==> src/dcache_cfg_pkg.sv <==
// ################################################
// Data cache front end configuration
// Sizes, port counts and reserved source ids
// ################################################

`default_nettype none

package dcache_cfg_pkg;

  // Address and data word widths
  localparam int unsigned ADDR_W = 32;
  localparam int unsigned DATA_W = 32;

  // Core ports, loads first and the store port last
  localparam int unsigned NUM_LOAD_PORTS = 2;
  localparam int unsigned NUM_PORTS      = NUM_LOAD_PORTS + 1;

  // Source ids cover every core port plus the prefetcher
  localparam int unsigned SRC_W = 2;
  localparam logic [SRC_W-1:0] PF_SRC = SRC_W'(NUM_PORTS);

  // Issued prefetch counter
  localparam int unsigned PF_CNT_W = 16;

endpackage : dcache_cfg_pkg

`default_nettype wire
==> src/dcache_types_pkg.sv <==
// ################################################
// Data cache front end types
// Request structs, operation and FSM state enums
// ################################################

`default_nettype none

package dcache_types_pkg;

  // Operation carried on the memory port
  typedef enum logic [1:0] {
    READ     = 2'd0,
    WRITE    = 2'd1,
    PREFETCH = 2'd2
  } mem_op_e;

  // One request as presented by a core port
  typedef struct packed {
    mem_op_e                             op;
    logic [dcache_cfg_pkg::ADDR_W-1:0]   addr;
    logic [dcache_cfg_pkg::DATA_W-1:0]   wdata;
  } core_req_t;

  // Request toward memory, tagged with its source
  typedef struct packed {
    mem_op_e                             op;
    logic [dcache_cfg_pkg::ADDR_W-1:0]   addr;
    logic [dcache_cfg_pkg::DATA_W-1:0]   wdata;
    logic [dcache_cfg_pkg::SRC_W-1:0]    src;
  } mem_req_t;

  // Controller FSM
  typedef enum logic [1:0] {
    IDLE        = 2'd0,
    MEM_REQ     = 2'd1,
    MEM_RELEASE = 2'd2,
    FLUSH_ACK   = 2'd3
  } ctrl_state_e;

  // Accepted core access seen by the prefetcher
  typedef struct packed {
    logic                                valid;
    logic [dcache_cfg_pkg::ADDR_W-1:0]   addr;
  } snoop_t;

endpackage : dcache_types_pkg

`default_nettype wire

==> src/dcache_front.sv <==
// ################################################
// L1 data cache front end
// Arbiter, stride prefetcher and controller
// ################################################

`timescale 1ns/1ps
`default_nettype none

module dcache_front (
  input  logic                                                    clk_i,
  input  logic                                                    rst_ni,
  input  logic                                                    pf_enable_i,
  input  logic [dcache_cfg_pkg::NUM_PORTS-1:0]                    core_req_i,
  input  dcache_types_pkg::core_req_t [dcache_cfg_pkg::NUM_PORTS-1:0] core_req_data_i,
  output logic [dcache_cfg_pkg::NUM_PORTS-1:0]                    core_ack_o,
  output logic [dcache_cfg_pkg::NUM_PORTS-1:0][dcache_cfg_pkg::DATA_W-1:0] core_rdata_o,
  output logic                                                    mem_req_o,
  output dcache_types_pkg::mem_req_t                              mem_req_data_o,
  input  logic                                                    mem_ack_i,
  input  logic [dcache_cfg_pkg::DATA_W-1:0]                       mem_rdata_i,
  input  logic                                                    flush_req_i,
  output logic                                                    flush_ack_o,
  output logic [dcache_cfg_pkg::PF_CNT_W-1:0]                     pf_count_o
);

  logic                              grant_valid;
  dcache_types_pkg::mem_req_t        grant_req;
  logic                              pf_valid;
  logic [dcache_cfg_pkg::ADDR_W-1:0] pf_addr;
  dcache_types_pkg::snoop_t          snoop;
  logic                              pf_issued;
  logic                              flush_clear;

  core_req_arbiter i_core_req_arbiter (
    .core_req_i      (core_req_i),
    .core_req_data_i (core_req_data_i),
    .core_ack_i      (core_ack_o),
    .pf_valid_i      (pf_valid),
    .pf_addr_i       (pf_addr),
    .grant_valid_o   (grant_valid),
    .grant_req_o     (grant_req)
  );

  stride_prefetcher i_stride_prefetcher (
    .clk_i       (clk_i),
    .rst_ni      (rst_ni),
    .pf_enable_i (pf_enable_i),
    .snoop_i     (snoop),
    .pf_issued_i (pf_issued),
    .flush_i     (flush_clear),
    .pf_valid_o  (pf_valid),
    .pf_addr_o   (pf_addr),
    .pf_count_o  (pf_count_o)
  );

  dcache_ctrl i_dcache_ctrl (
    .clk_i          (clk_i),
    .rst_ni         (rst_ni),
    .grant_valid_i  (grant_valid),
    .grant_req_i    (grant_req),
    .core_req_i     (core_req_i),
    .flush_req_i    (flush_req_i),
    .mem_ack_i      (mem_ack_i),
    .mem_rdata_i    (mem_rdata_i),
    .mem_req_o      (mem_req_o),
    .mem_req_data_o (mem_req_data_o),
    .core_ack_o     (core_ack_o),
    .core_rdata_o   (core_rdata_o),
    .snoop_o        (snoop),
    .pf_issued_o    (pf_issued),
    .flush_clear_o  (flush_clear),
    .flush_ack_o    (flush_ack_o)
  );

endmodule : dcache_front

`default_nettype wire

==> src/dcache_ctrl.sv <==
// ################################################
// Front end controller
// Runs the memory handshake, returns core acks,
// issues prefetches and serves flush requests
// ################################################

`timescale 1ns/1ps
`default_nettype none

module dcache_ctrl (
  input  logic                                                    clk_i,
  input  logic                                                    rst_ni,
  input  logic                                                    grant_valid_i,
  input  dcache_types_pkg::mem_req_t                              grant_req_i,
  input  logic [dcache_cfg_pkg::NUM_PORTS-1:0]                    core_req_i,
  input  logic                                                    flush_req_i,
  input  logic                                                    mem_ack_i,
  input  logic [dcache_cfg_pkg::DATA_W-1:0]                       mem_rdata_i,
  output logic                                                    mem_req_o,
  output dcache_types_pkg::mem_req_t                              mem_req_data_o,
  output logic [dcache_cfg_pkg::NUM_PORTS-1:0]                    core_ack_o,
  output logic [dcache_cfg_pkg::NUM_PORTS-1:0][dcache_cfg_pkg::DATA_W-1:0] core_rdata_o,
  output dcache_types_pkg::snoop_t                                snoop_o,
  output logic                                                    pf_issued_o,
  output logic                                                    flush_clear_o,
  output logic                                                    flush_ack_o
);

  dcache_types_pkg::ctrl_state_e state_q, state_d;
  dcache_types_pkg::mem_req_t    req_q;
  logic [dcache_cfg_pkg::NUM_PORTS-1:0]                           ack_q;
  logic [dcache_cfg_pkg::NUM_PORTS-1:0][dcache_cfg_pkg::DATA_W-1:0] rdata_q;
  logic accept;
  logic core_done;

  // Flush wins over a grant in the same cycle
  assign accept    = (state_q == dcache_types_pkg::IDLE) && !flush_req_i && grant_valid_i;
  assign core_done = (state_q == dcache_types_pkg::MEM_REQ) && mem_ack_i
                  && (req_q.src != dcache_cfg_pkg::PF_SRC);

  always_comb begin
    state_d = state_q;
    case (state_q)
      dcache_types_pkg::IDLE: begin
        if (flush_req_i) state_d = dcache_types_pkg::FLUSH_ACK;
        else if (grant_valid_i) state_d = dcache_types_pkg::MEM_REQ;
      end
      dcache_types_pkg::MEM_REQ: begin
        if (mem_ack_i) state_d = dcache_types_pkg::MEM_RELEASE;
      end
      // Memory must drop its ack before the next request
      dcache_types_pkg::MEM_RELEASE: begin
        if (!mem_ack_i) state_d = dcache_types_pkg::IDLE;
      end
      dcache_types_pkg::FLUSH_ACK: begin
        if (!flush_req_i) state_d = dcache_types_pkg::IDLE;
      end
      default: state_d = dcache_types_pkg::IDLE;
    endcase
  end

  always_ff @(posedge clk_i or negedge rst_ni) begin
    if (!rst_ni) state_q <= dcache_types_pkg::IDLE;
    else state_q <= state_d;
  end

  always_ff @(posedge clk_i) begin
    if (accept) req_q <= grant_req_i;
  end

  // Per-port ack, held until that port drops its req
  always_ff @(posedge clk_i or negedge rst_ni) begin
    if (!rst_ni) begin
      ack_q <= '0;
    end else begin
      for (int k = 0; k < dcache_cfg_pkg::NUM_PORTS; k++) begin
        if (ack_q[k] && !core_req_i[k]) ack_q[k] <= 1'b0;
        if (core_done && req_q.src == dcache_cfg_pkg::SRC_W'(k)) ack_q[k] <= 1'b1;
      end
    end
  end

  always_ff @(posedge clk_i) begin
    for (int k = 0; k < dcache_cfg_pkg::NUM_PORTS; k++) begin
      if (core_done && req_q.src == dcache_cfg_pkg::SRC_W'(k)) rdata_q[k] <= mem_rdata_i;
    end
  end

  assign mem_req_o      = (state_q == dcache_types_pkg::MEM_REQ);
  assign mem_req_data_o = req_q;
  assign core_ack_o     = ack_q;
  assign core_rdata_o   = rdata_q;
  assign flush_ack_o    = (state_q == dcache_types_pkg::FLUSH_ACK);
  assign flush_clear_o  = (state_q == dcache_types_pkg::IDLE) && flush_req_i;

  // Strobes toward the prefetcher at accept
  assign snoop_o.valid = accept && (grant_req_i.src != dcache_cfg_pkg::PF_SRC);
  assign snoop_o.addr  = grant_req_i.addr;
  assign pf_issued_o   = accept && (grant_req_i.src == dcache_cfg_pkg::PF_SRC);

  // A new memory request starts only after memory has dropped its ack
  a_mem_req_after_release: assert property (
    @(posedge clk_i) disable iff (!rst_ni) $rose(mem_req_o) |-> !$past(mem_ack_i)
  ) else $error("mem_req_o raised while mem_ack_i was still high");

  for (genvar k = 0; k < dcache_cfg_pkg::NUM_PORTS; k++) begin : gen_ack_chk
    a_ack_needs_req: assert property (
      @(posedge clk_i) disable iff (!rst_ni) $rose(ack_q[k]) |-> $past(core_req_i[k])
    ) else $error("core ack rose on port %0d without a request", k);
  end

endmodule : dcache_ctrl

`default_nettype wire

==> src/stride_prefetcher.sv <==
// ################################################
// Stride prefetcher
// Snoops accepted accesses and proposes the next
// address after two equal non-zero strides
// ################################################

`timescale 1ns/1ps
`default_nettype none

module stride_prefetcher (
  input  logic                                  clk_i,
  input  logic                                  rst_ni,
  input  logic                                  pf_enable_i,
  input  dcache_types_pkg::snoop_t              snoop_i,
  input  logic                                  pf_issued_i,
  input  logic                                  flush_i,
  output logic                                  pf_valid_o,
  output logic [dcache_cfg_pkg::ADDR_W-1:0]     pf_addr_o,
  output logic [dcache_cfg_pkg::PF_CNT_W-1:0]   pf_count_o
);

  logic [dcache_cfg_pkg::ADDR_W-1:0]   last_addr_q;
  logic [dcache_cfg_pkg::ADDR_W-1:0]   last_stride_q;
  logic [dcache_cfg_pkg::ADDR_W-1:0]   new_stride;
  // Number of valid history entries, saturates at 2
  logic [1:0]                          depth_q;
  logic                                stride_hit;
  logic                                pf_valid_q;
  logic [dcache_cfg_pkg::ADDR_W-1:0]   pf_addr_q;
  logic [dcache_cfg_pkg::PF_CNT_W-1:0] pf_count_q;

  assign new_stride = snoop_i.addr - last_addr_q;

  // Needs a full history, a repeated stride and a non-zero step
  assign stride_hit = snoop_i.valid && (depth_q == 2'd2) && pf_enable_i
                   && (new_stride == last_stride_q) && (new_stride != '0);

  // Stride history
  always_ff @(posedge clk_i or negedge rst_ni) begin
    if (!rst_ni) begin
      last_addr_q   <= '0;
      last_stride_q <= '0;
      depth_q       <= 2'd0;
    end else if (flush_i) begin
      depth_q <= 2'd0;
    end else if (snoop_i.valid) begin
      last_addr_q <= snoop_i.addr;
      if (depth_q != 2'd0) begin
        last_stride_q <= new_stride;
      end
      if (depth_q != 2'd2) begin
        depth_q <= depth_q + 2'd1;
      end
    end
  end

  // Candidate valid, a newer hit replaces an older candidate
  always_ff @(posedge clk_i or negedge rst_ni) begin
    if (!rst_ni) begin
      pf_valid_q <= 1'b0;
    end else if (flush_i) begin
      pf_valid_q <= 1'b0;
    end else if (stride_hit) begin
      pf_valid_q <= 1'b1;
    end else if (pf_issued_i) begin
      pf_valid_q <= 1'b0;
    end
  end

  always_ff @(posedge clk_i) begin
    if (stride_hit) begin
      pf_addr_q <= snoop_i.addr + new_stride;
    end
  end

  always_ff @(posedge clk_i or negedge rst_ni) begin
    if (!rst_ni) begin
      pf_count_q <= '0;
    end else if (pf_issued_i) begin
      pf_count_q <= pf_count_q + 1'b1;
    end
  end

  assign pf_valid_o = pf_valid_q;
  assign pf_addr_o  = pf_addr_q;
  assign pf_count_o = pf_count_q;

  // The controller only issues a candidate that is on offer
  a_issue_needs_candidate: assert property (
    @(posedge clk_i) disable iff (!rst_ni) pf_issued_i |-> pf_valid_q
  ) else $error("prefetch issued without a valid candidate");

endmodule : stride_prefetcher

`default_nettype wire

==> src/core_req_arbiter.sv <==
// ################################################
// Core request arbiter
// Fixed priority over core ports, prefetch last
// ################################################

`timescale 1ns/1ps
`default_nettype none

module core_req_arbiter (
  input  logic [dcache_cfg_pkg::NUM_PORTS-1:0]                  core_req_i,
  input  dcache_types_pkg::core_req_t [dcache_cfg_pkg::NUM_PORTS-1:0] core_req_data_i,
  input  logic [dcache_cfg_pkg::NUM_PORTS-1:0]                  core_ack_i,
  input  logic                                                  pf_valid_i,
  input  logic [dcache_cfg_pkg::ADDR_W-1:0]                     pf_addr_i,
  output logic                                                  grant_valid_o,
  output dcache_types_pkg::mem_req_t                            grant_req_o
);

  logic [dcache_cfg_pkg::NUM_PORTS-1:0] pending;
  // One bit per source, prefetcher in the top bit
  logic [dcache_cfg_pkg::NUM_PORTS:0]   sel;
  // Port bit of the granted source, zero for the prefetcher
  logic [dcache_cfg_pkg::NUM_PORTS-1:0] win_bit;

  // A port with its ack still high is finishing its handshake
  assign pending = core_req_i & ~core_ack_i;

  always_comb begin
    logic found;
    found       = 1'b0;
    sel         = '0;
    grant_req_o = '0;
    for (int k = 0; k < dcache_cfg_pkg::NUM_PORTS; k++) begin
      if (pending[k] && !found) begin
        found             = 1'b1;
        sel[k]            = 1'b1;
        grant_req_o.op    = core_req_data_i[k].op;
        grant_req_o.addr  = core_req_data_i[k].addr;
        grant_req_o.wdata = core_req_data_i[k].wdata;
        grant_req_o.src   = dcache_cfg_pkg::SRC_W'(k);
      end
    end
    // Prefetch only fills otherwise idle slots
    if (!found && pf_valid_i) begin
      sel[dcache_cfg_pkg::NUM_PORTS] = 1'b1;
      grant_req_o.op                 = dcache_types_pkg::PREFETCH;
      grant_req_o.addr               = pf_addr_i;
      grant_req_o.wdata              = '0;
      grant_req_o.src                = dcache_cfg_pkg::PF_SRC;
    end
  end

  assign grant_valid_o = |sel;

  assign win_bit = dcache_cfg_pkg::NUM_PORTS'(1) << grant_req_o.src;

  // Granted source is the only one that may win, no pending port below it
  a_single_source: assert final (
    !grant_valid_o
    || (((pending & (win_bit - 1'b1)) == '0)
        && ((grant_req_o.src == dcache_cfg_pkg::PF_SRC) ? pf_valid_i
                                                         : ((pending & win_bit) != '0)))
  ) else $error("arbiter grant to source %0d skips a pending port: %b",
                grant_req_o.src, pending);

endmodule : core_req_arbiter

`default_nettype wire

==> config.mk <==
export PLATFORM = sky130hd
export DESIGN_NAME = dcache_front
export DESIGN_NICKNAME = d
export VERILOG_FILES = /design/src/dcache_cfg_pkg.sv /design/src/dcache_types_pkg.sv /design/src/dcache_front.sv /design/src/dcache_ctrl.sv /design/src/stride_prefetcher.sv /design/src/core_req_arbiter.sv
export SDC_FILE = /design/constraint.sdc
export NUM_CORES = 1
export LEC_CHECK = 0
export BUFFER_PORTS_ARGS = -buffer_cell sky130_fd_sc_hd__buf_2
export CAP_MARGIN = 25
export CORE_AREA = 10 10 249 156
export CTS_BUF_LIST = sky130_fd_sc_hd__clkbuf_8
export DETAILED_ROUTE_END_ITERATION = 12
export DIE_AREA = 0 0 259 166
export PLACE_DENSITY_LB_ADDON = 0.05
export SKIP_LAST_GASP = 1
export SYNTH_ARGS = -nofsm -noshare
export SYNTH_HDL_FRONTEND = slang
export SYNTH_HIERARCHICAL = 1
export SYNTH_SLANG_ARGS = --single-unit
==> constraint.sdc <==
create_clock -name clk_i -period 9.3 [get_ports clk_i]
set_clock_uncertainty 0.05 [all_clocks]
set_input_delay 1.395 -clock clk_i [delete_from_list [all_inputs] [get_ports clk_i]]
set_output_delay 1.395 -clock clk_i [all_outputs]
set_load 0.05 [all_outputs]
==> results of run 1 <==
[final timing paths]
kind,from,endpoint,slack [ps]
max,core_req_i[2],i_stride_prefetcher/pf_addr_o[30]$_DFFE_PP_,1510
min,i_stride_prefetcher/pf_count_o[15]$_DFFE_PN0P_,i_stride_prefetcher/pf_count_o[15]$_DFFE_PN0P_,420
max reg2reg,i_dcache_ctrl/core_ack_o[2]$_DFFE_PN0P_,i_stride_prefetcher/pf_addr_o[30]$_DFFE_PP_,1980
min reg2reg,i_stride_prefetcher/pf_count_o[15]$_DFFE_PN0P_,i_stride_prefetcher/pf_count_o[15]$_DFFE_PN0P_,420
max in group asynchronous,rst_ni,i_stride_prefetcher/pf_valid_o$_DFFE_PN0P_,7230
min in group asynchronous,rst_ni,i_dcache_ctrl/state_q[1]$_DFFE_PN0P_,690
[power by group through the flow]
stage	Combinational (uW)	Sequential (uW)	Clock (uW)
6_report	5390	1900	1080
5_1_grt	5850	1930	1170
4_1_cts	5270	1900	1110
3_5_place_dp	5240	1920	0
3_3_place_gp	5210	1920	0
2_1_floorplan	3680	2120	0
[cell usage in the layout (no fill, tap or decap), types with 9 or more instances in the layout]
master	instances
nand2b_1	15
clkbuf_8	48
o21ai_1	9
nor3b_1	34
mux2_2	21
nor3_1	29
nand2_1	117
o21ai_0	110
a21o_1	19
xor2_1	28
inv_1	73
nand3_1	37
a31oi_1	13
edfxtp_1	196
nor4_1	10
dfrtp_1	87
buf_4	31
nor2b_1	10
nand4_1	20
a21oi_1	96
clkinv_2	9
nor2_1	169
xnor2_1	68
a211oi_1	12
a221oi_2	50
o21a_1	10
buf_2	421
a221oi_1	16
and3_1	45
ha_1	70
[final cells by class]
| type | instances | share of cell area |
|---|---|---|
| Clock inverter | 34 | 0.0114 |
| Clock buffer | 48 | 0.0328 |
| Multi-Input combinational cell | 1156 | 0.396 |
| Inverter | 62 | 0.0116 |
| Tap cell | 467 | 0.0290 |
| Antenna cell | 2 | 0.000248 |
| Sequential cell | 284 | 0.402 |
| Timing Repair Buffer | 453 | 0.117 |
[cell families (layout without fill, tap and decap cells)]
group / Yosys count / in the layout
adders and majority gates: 72 / 72
other: 0 / 2
and+or+nand+nor: 555 / 555
xor gates and xnor gates: 100 / 100
muxes: 25 / 25
buffers and inverters: 172 / 597
DFF: 284 / 284
AOI/OAI and AO/OA: 404 / 404
[worst max-delay path, delay by kind of cell]
kind            cells  cell delay (ps)
compound gates     10             2890
simple gates        9             2290
fa+ha+maj           3              950
buf+inv             3              420
xor+xnor            1               90
[registers in the layout, summed over array words and instances (netlist names)]
name / flops
i_dcache_ctrl/core_rdata_o: 96
i_dcache_ctrl/mem_req_data_o: 68
i_stride_prefetcher/last_addr_q: 32
i_stride_prefetcher/last_stride_q: 32
i_stride_prefetcher/pf_addr_o: 32
i_stride_prefetcher/pf_count_o: 16
i_dcache_ctrl/core_ack_o: 3
i_dcache_ctrl/state_q: 2
i_stride_prefetcher/depth_q: 2
i_stride_prefetcher/pf_valid_o: 1
[metrics by stage]
| step | total power, uW | cells | util | hold WS [ps] | setup WS [ps] |
|---|---|---|---|---|---|
| floorplan | 5800 | 1612 | - | 419 | 880 |
| global placement | 7130 | 2421 | 0.559 | 408 | 1130 |
| detailed placement | 7160 | 2422 | 0.559 | 413 | 996 |
| CTS | 8280 | 2504 | 0.585 | 426 | 1630 |
| global route | 8940 | 2505 | 0.585 | 460 | 932 |
| finish | 8370 | 2506 | 0.585 | 422 | 1510 |
[per-layer routing]
| layer | vias up | routed length, um | global-route usage |
|---|---|---|---|
| met5 | - | 0 | 0 |
| met4 | 0 | 916 | 0.0543 |
| met3 | 80 | 3750 | 0.0498 |
| met2 | 493 | 26700 | 0.404 |
| met1 | 7040 | 25300 | 0.352 |
| li1 | 6740 | - | - |
==> results.json, run 1 <==
{
  "status": "completed",
  "layout-drive-gt1-share": 0.309,
  "slew_viol_final": 0,
  "htreeDepth": 2,
  "path_class": "in2reg",
  "rsz0062_at_grt": "no",
  "synth_nets": 1922,
  "clockRootBuffer": "clkbuf_8",
  "synth_compound_area_frac": 0.176,
  "clkPwrFrac": 0.129,
  "synthSimpleGateAreaFrac": 0.168,
  "yosys-top-cells-count": "edfxtp_1 (196), nor2_1 (171), nand2_1 (117), o21ai_0 (110), a21oi_1 (96)",
  "dr_total_vias": 14400,
  "antenna_found_initial": 2,
  "place_hpwl_mm": 44.0,
  "required_ps": 9580,
  "synth_area_mm2": 0.0169,
  "syn_inst": 1612,
  "syn_area_per_cell_um2": 10.5,
  "fin_setup_tns_ps": 0,
  "hold_buffers": 0,
  "ys_seq_elements": 284,
  "cts_tree": "built",
  "cts_buffers": 45,
  "post-route-min-period_ps": 7790,
  "drtAntennaViolNets": 0,
  "p_per_area_mw_per_mm2": 416,
  "internal_power_uw": 4300,
  "synth_top_family_by_area": "compound AO/OA/AOI/OAI gates",
  "synthDominantCellAreaShare": 0.348,
  "yosysUniqueCellTypes": 97,
  "firstDrtPassIters": 5,
  "fmaxAchievable_ghz": 0.128,
  "combPwrFrac": 0.643,
  "wirelength_mm": 56.6,
  "clock_latency_ps": 600,
  "critPathLaunchType": "primary input",
  "leakagePower_uw": 0.00857,
  "overflow": 0,
  "setup_viol": 0,
  "core_mm2": 0.0344,
  "switching_share": 0.486,
  "seqPwrFrac": 0.227,
  "synth_edf_count": 196,
  "ir_drop_v": 0.000310,
  "synth_mux_area_frac": 0.0164,
  "yosys.area.top_type": "edfxtp_1",
  "synthFlopType": "edfxtp_1",
  "ios": 423,
  "max_stage_delay_ps": 590,
  "path_clk_slew_ps": 60,
  "track_usage": 0.254,
  "post_cts_buffers": 0,
  "fp.dieH_um": 166,
  "clk_path_buf_depth": 3,
  "place.gp.congestion": 0.983,
  "cp_max_fo": 17,
  "grt_pass1_wl_mm": 85.8,
  "synth-async-reset-ratio": 0.310,
  "initial_utilization": 0.492,
  "drt-vias-per-instance": 5.73,
  "numPortBuffers": 422,
  "cts_resized": 0,
  "reg2reg_depth": 24,
  "dpl_cell_area_mm2": 0.0193,
  "worst_pin_slew_ps": 970,
  "cap_violations": 0,
  "drtIter0Drc": 1246,
  "yosysWarnings": 6,
  "route.detailed.drc": 0,
  "fin_nets": 2312,
  "arrival_ps": 8070,
  "yosysSeqAreaShare": 0.478,
  "p_sw_uw": 4070,
  "synth_xor_area_frac": 0.0539,
  "end_kind": "flop",
  "period_share": 0.837,
  "cts.sinks": 284,
  "critPathSlowestCell": "a21oi_1",
  "ff_latch_area_mm2": 0.00809,
  "slew_headroom": 0.349,
  "worst_hold_path_type": "reg2reg",
  "wl_per_cell_um": 22.6,
  "fp-row-count": 53,
  "synth_fa_ha_area_frac": 0.0541,
  "fillers": 3058,
  "syn2layout_area_growth_pct": 19.0,
  "first_global_vias": 14100,
  "hold_violations": 0,
  "finalInstanceArea_mm2": 0.0201,
  "whs_path_depth": 1,
  "die_x_um": 259,
  "yosys-top-cells-area": "edfxtp_1 (35%), dfrtp_1 (13%), ha_1 (5.2%)",
  "die_area_mm2": 0.0430,
  "synth.most_common_cell": "edfxtp_1",
  "grt_max_degree": 70,
  "multi_input_area_mm2": 0.00799
}
(Power assumes the default switching activity.)
==> run 2: changes to the inputs <==
--- a/config.mk
+++ b/config.mk
@@ -7,10 +7,10 @@
 export LEC_CHECK = 0
 export BUFFER_PORTS_ARGS = -buffer_cell sky130_fd_sc_hd__buf_2
 export CAP_MARGIN = 25
-export CORE_AREA = 10 10 249 156
+export CORE_AREA = 10 10 236 148
 export CTS_BUF_LIST = sky130_fd_sc_hd__clkbuf_8
 export DETAILED_ROUTE_END_ITERATION = 12
-export DIE_AREA = 0 0 259 166
+export DIE_AREA = 0 0 246 158
 export PLACE_DENSITY_LB_ADDON = 0.05
 export SKIP_LAST_GASP = 1
 export SYNTH_ARGS = -nofsm -noshare
==> constraint.sdc (replaced) <==
create_clock -name clk_i -period 7.7 [get_ports clk_i]
set_clock_uncertainty 0.05 [all_clocks]
set_input_delay 1.155 -clock clk_i [delete_from_list [all_inputs] [get_ports clk_i]]
set_output_delay 1.155 -clock clk_i [all_outputs]
set_load 0.05 [all_outputs]
==> run 2 against run 1 <==
Compared with the run above: routed wire length decreased by 3.5%; sequential power increased by 21%; design area increased by 0.78%; global-route usage increased by 2.0 points; non-clock buffer count increased by 35; core utilization increased by 7.6 points; final cell count decreased by 0.84%; register-to-register slack got worse by 960 ps; critical path depth unchanged; via count increased by 0.61%; critical path type unchanged; highest routed layer unchanged.
==> results.json, run 2 (synthesis gave the netlist of run 1 again) <==
{
  "status": "completed",
  "end_kind": "flop",
  "core_mm2": 0.0307,
  "required_ps": 7980,
  "leakagePower_uw": 0.00875,
  "path_clk_slew_ps": 70,
  "drtIter0Drc": 1378,
  "drt-vias-per-instance": 5.81,
  "ios": 423,
  "final_cell_mix": "buf_2 (421), edfxtp_1 (196), nor2_1 (169)",
  "p_per_area_mw_per_mm2": 494,
  "die_area_mm2": 0.0389,
  "ir_drop_v": 0.000290,
  "grt_max_degree": 70,
  "critPathLaunchType": "primary input",
  "dr_total_vias": 14400,
  "multi_input_area_mm2": 0.00799,
  "cts_tree": "built",
  "fillers": 2536,
  "ff_latch_area_mm2": 0.00809,
  "hold_slack_ps": 418,
  "drtAntennaViolNets": 0,
  "clock_latency_ps": 570,
  "firstDrtPassIters": 6,
  "fin_nets": 2345,
  "route.detailed.drc": 0,
  "slew_headroom": 0.359,
  "rsz0062_at_grt": "no",
  "wirelength_mm": 54.7,
  "cap_violations": 0,
  "cts_resized": 0,
  "wl_per_cell_um": 22.0,
  "cts_buffers": 43,
  "slew_viol_final": 0,
  "fp-row-count": 50,
  "track_usage": 0.273,
  "cts.sinks": 284,
  "overflow": 0,
  "antenna_cells": 0,
  "first_global_vias": 14300,
  "hold_violations": 0,
  "worst_pin_slew_ps": 962,
  "post-route-min-period_ps": 7030,
  "fp.dieH_um": 158,
  "syn2layout_area_growth_pct": 19.9,
  "cp_max_fo": 18,
  "initial_utilization": 0.551,
  "layout-drive-gt1-share": 0.318,
  "htreeDepth": 2,
  "antenna_found_initial": 0,
  "hold_buffers": 0,
  "path_class": "in2reg",
  "grt_pass1_wl_mm": 83.7,
  "largest_reg_flops": 96,
  "die_x_um": 246,
  "numPortBuffers": 422,
  "period_share": 0.913,
  "fmaxAchievable_ghz": 0.142,
  "fin_setup_tns_ps": 0,
  "place.gp.congestion": 0.987,
  "clockRootBuffer": "clkbuf_8",
  "worst_hold_path_type": "reg2reg",
  "clk_path_buf_depth": 3,
  "setup_viol": 0,
  "final_common_cell": "buf_2",
  "arrival_ps": 7310,
  "post_cts_buffers": 0,
  "place_hpwl_mm": 42.7
}
[run 2: changes by cell type in the layout (fill, tap and decap cells not counted), sizes merged]
cell,previous run,this run
bufinv,3,0
clkinv,17,8
clkbuf,48,51
clkinvlp,3,1
buf,453,488
inv,73,81
diode,2,0
[run 2: worst paths after layout]
check | start | to | slack, ps | cells after the start
worst max register to register | i_dcache_ctrl/core_ack_o[0]$_DFFE_PN0P_ | i_stride_prefetcher/pf_addr_o[25]$_DFFE_PP_ | 1020 | 25
worst min register to register | i_stride_prefetcher/pf_count_o[15]$_DFFE_PN0P_ | i_stride_prefetcher/pf_count_o[15]$_DFFE_PN0P_ | 420 | 1
max in group asynchronous | rst_ni | i_stride_prefetcher/last_addr_q[2]$_DFFE_PN0P_ | 5880 | 2
min in group asynchronous | rst_ni | i_stride_prefetcher/last_addr_q[22]$_DFFE_PN0P_ | 520 | 1
worst min-delay path | i_stride_prefetcher/pf_count_o[15]$_DFFE_PN0P_ | i_stride_prefetcher/pf_count_o[15]$_DFFE_PN0P_ | 420 | 1
worst max-delay path | core_req_i[2] | i_stride_prefetcher/pf_addr_o[25]$_DFFE_PP_ | 670 | 26
[run 2: per-layer routing]
metal | wire length (um) | share of wire | track usage | vias up
met5 | 0 | 0 | 0 | -
met4 | 819 | 0.015 | 0.0550 | 0
met3 | 3780 | 0.069 | 0.0545 | 66
met2 | 26500 | 0.48 | 0.447 | 524
met1 | 23600 | 0.43 | 0.372 | 7054
li1 | - | - | - | 6797
[run 2: critical path, stage by stage]
cell,delay [ps]
buf_2,120
nor2b_1,160
nor2_2,560
o21ai_0,190
a21oi_1,270
inv_1,70
ha_1,260
fa_1,440
nand2b_1,210
a21oi_2,170
a2bb2oi_1,230
a311o_1,250
xnor2_2,160
inv_1,120
ha_1,360
a21o_1,190
a21oi_1,200
or3b_2,460
o21ba_2,250
o21ai_0,180
nand3_1,160
nand2_1,100
or4_1,490
a31o_2,280
a21oi_1,190
xnor2_1,80
[run 2: layout make-up]
type / instances / area share
clock buffers: 51 / 0.0346
multi-input cells: 1156 / 0.393
repair buffers: 488 / 0.131
flip-flops and latches: 284 / 0.398
clock inverters: 28 / 0.00561
well taps: 416 / 0.0256
inverters: 62 / 0.0115
[run 2: stage by stage]
stage / util / instances / cell area (um^2) / setup slack [ps] / total power (uW)
floorplan: - / 1612 / 16900 / 304 / 7020
global placement: 0.634 / 2405 / 19500 / 415 / 8620
detailed placement: 0.634 / 2406 / 19500 / 260 / 8720
CTS: 0.661 / 2485 / 20300 / 848 / 9950
global route: 0.661 / 2485 / 20300 / 209 / 10800
finish: 0.661 / 2485 / 20300 / 670 / 10000
[run 2: where the power goes]
part / total (uW) / leakage (uW) / switching (uW) / internal (uW)
clock network: 1190 / 0.000490 / 589 / 601
logic: 6550 / 0.00536 / 4040 / 2510
registers: 2290 / 0.00289 / 166 / 2130
==> run 3: changes to the inputs <==
--- a/config.mk
+++ b/config.mk
@@ -7,10 +7,9 @@
 export LEC_CHECK = 0
 export BUFFER_PORTS_ARGS = -buffer_cell sky130_fd_sc_hd__buf_2
 export CAP_MARGIN = 25
-export CORE_AREA = 10 10 236 148
-export CTS_BUF_LIST = sky130_fd_sc_hd__clkbuf_8
+export CORE_AREA = 10 10 240 151
 export DETAILED_ROUTE_END_ITERATION = 12
-export DIE_AREA = 0 0 246 158
+export DIE_AREA = 0 0 250 161
 export PLACE_DENSITY_LB_ADDON = 0.05
 export SKIP_LAST_GASP = 1
 export SYNTH_ARGS = -nofsm -noshare
==> run 3 against run 2 <==
Compared with the run above: global-route usage fell by 1.2 points; via count is 0.88% higher; routed wire length is 1.6% higher; flip-flop and latch count unchanged; first-iteration DRC count is 11% lower; clock power is 18% higher; non-clock buffer count increased by 16; die area is 3.6% higher; design area is 1.2% higher; critical path depth down 4; largest cell class unchanged; sequential power is essentially flat; critical endpoint is now i_stride_prefetcher/pf_addr_o[31]$_DFFE_PP_.
==> results.json, run 3 (synthesis gave the netlist of run 1 again) <==
{
  "status": "completed",
  "post_cts_buffers": 0,
  "grt_max_degree": 70,
  "rsz0062_at_grt": "no",
  "initial_utilization": 0.532,
  "numPortBuffers": 422,
  "wirelength_mm": 55.6,
  "critPathSlowestCell": "nor2_2",
  "worst_hold_path_type": "reg2reg",
  "cts.sinks": 284,
  "cp_max_fo": 19,
  "overflow": 0,
  "max_stage_delay_ps": 660,
  "wl_per_cell_um": 22.4,
  "core_mm2": 0.0318,
  "placed_cells_incl_taps": 2430,
  "cts_buffers": 28,
  "hold_violations": 0,
  "clockRootBuffer": "clkbuf_16",
  "track_usage": 0.261,
  "wl_met1_mm": 23.9,
  "fp.dieH_um": 161,
  "worst_pin_slew_ps": 1060,
  "route.detailed.drc": 0,
  "htreeDepth": 1,
  "drtIter0Drc": 1229,
  "routed-wl-met3_mm": 4.24,
  "utilization": 0.645,
  "antenna_found_initial": 0,
  "syn2layout_area_growth_pct": 21.3,
  "arrival_ps": 7460,
  "drtAntennaViolNets": 0,
  "wl_met2_mm": 26.7,
  "die_area_mm2": 0.0403,
  "clk_path_buf_depth": 3,
  "cts_tree": "built",
  "layout-drive-gt1-share": 0.321,
  "power.total_uw": 10500,
  "setup_viol": 0,
  "grt_pass1_wl_mm": 84.1,
  "ir_drop_v": 0.000337,
  "post-route-min-period_ps": 7070,
  "slew_headroom": 0.290,
  "end_kind": "flop",
  "topRoutingLayerUsed": "met4",
  "place_hpwl_mm": 43.4,
  "firstDrtPassIters": 5,
  "clock_latency_ps": 570,
  "cts_resized": 0,
  "hold_buffers": 0,
  "fp-row-count": 51,
  "first_global_vias": 14200,
  "fmaxAchievable_ghz": 0.141,
  "leakagePower_uw": 0.00878,
  "fin_nets": 2346,
  "final_common_cell": "buf_2",
  "period_share": 0.918,
  "antenna_cells": 0,
  "p_per_area_mw_per_mm2": 509,
  "drt-vias-per-instance": 5.87,
  "cp_common_cell": "o21ai_0",
  "instances_no_fill": 2482,
  "path_clk_slew_ps": 70,
  "cap_violations": 0,
  "place.gp.congestion": 0.994,
  "slew_viol_final": 0,
  "required_ps": 8090,
  "die_x_um": 250,
  "critPathLaunchType": "primary input",
  "final_cell_mix": "buf_2 (421), edfxtp_1 (196), nor2_1 (169)",
  "dr_total_vias": 14600,
  "largest_reg_flops": 96,
  "ios": 423,
  "fin_setup_tns_ps": 0,
  "worstPathCellList": "buf_2, nor2b_4, nor2_2, o21ai_0, a21oi_1, ha_1, o21ai_0, a21oi_2, o21ai_2, o21ai_1, xnor2_1, ha_1, a21oi_1, or3b_2, o21ba_2, o21ai_0, nand3_1, a21boi_0, o211ai_1, a211oi_1, or4b_2, nand3_1",
  "path_class": "in2reg"
}
-- run 3: path summary, 6_finish.rpt --
kind / from / to / slack [ps] / cells past startpoint
max: core_req_i[0] / i_stride_prefetcher/pf_addr_o[31]$_DFFE_PP_ / 630 / 22
min: i_stride_prefetcher/pf_count_o[15]$_DFFE_PN0P_ / i_stride_prefetcher/pf_count_o[15]$_DFFE_PN0P_ / 430 / 1
max reg2reg: i_dcache_ctrl/core_ack_o[0]$_DFFE_PN0P_ / i_stride_prefetcher/pf_addr_o[31]$_DFFE_PP_ / 970 / 21
min reg2reg: i_stride_prefetcher/pf_count_o[15]$_DFFE_PN0P_ / i_stride_prefetcher/pf_count_o[15]$_DFFE_PN0P_ / 430 / 1
max in group asynchronous: rst_ni / i_stride_prefetcher/last_stride_q[20]$_DFFE_PN0P_ / 5960 / 2
min in group asynchronous: rst_ni / i_dcache_ctrl/core_ack_o[0]$_DFFE_PN0P_ / 540 / 1
-- run 3: final cells by class --
type,count,area [um^2]
timing repair buffer,504,2770
sequential,284,8090
inverter,62,233
fill,2659,11300
tap,424,531
multi-input combinational,1156,7990
clock inverter,12,124
clock buffer,40,808
-- run 3: per-layer routing --
layer	GRT usage	up-vias
met3	0.0615	57
met5	0	-
met1	0.351	7143
li1	-	6806
met2	0.431	562
met4	0.0407	0
-- run 3: power breakdown --
group	internal [uW]	total (uW)	leakage, uW	switching, uW
Sequential	2130	2280	0.00289	157
Clock	801	1400	0.000452	604
Combinational	2630	6770	0.00543	4150
-- run 3: through the flow --
step                instance area, um^2  hold slack [ps]  setup WS, ps
CTS                               20500              445           789
global placement                  19600              405           359
global route                      20500              447           199
detailed placement                19600              435           204
floorplan                         16900              419           304
finish                            20500              426           628
-- run 3: worst max-delay path: cells and delay by family --
kind / cells / cell delay [ps]
XOR/XNOR: 1 / 580
AND/OR/NAND/NOR: 6 / 2150
adder cells (fa/ha/maj): 2 / 770
buffers and inverters: 1 / 120
AO/OA/AOI/OAI: 12 / 2660
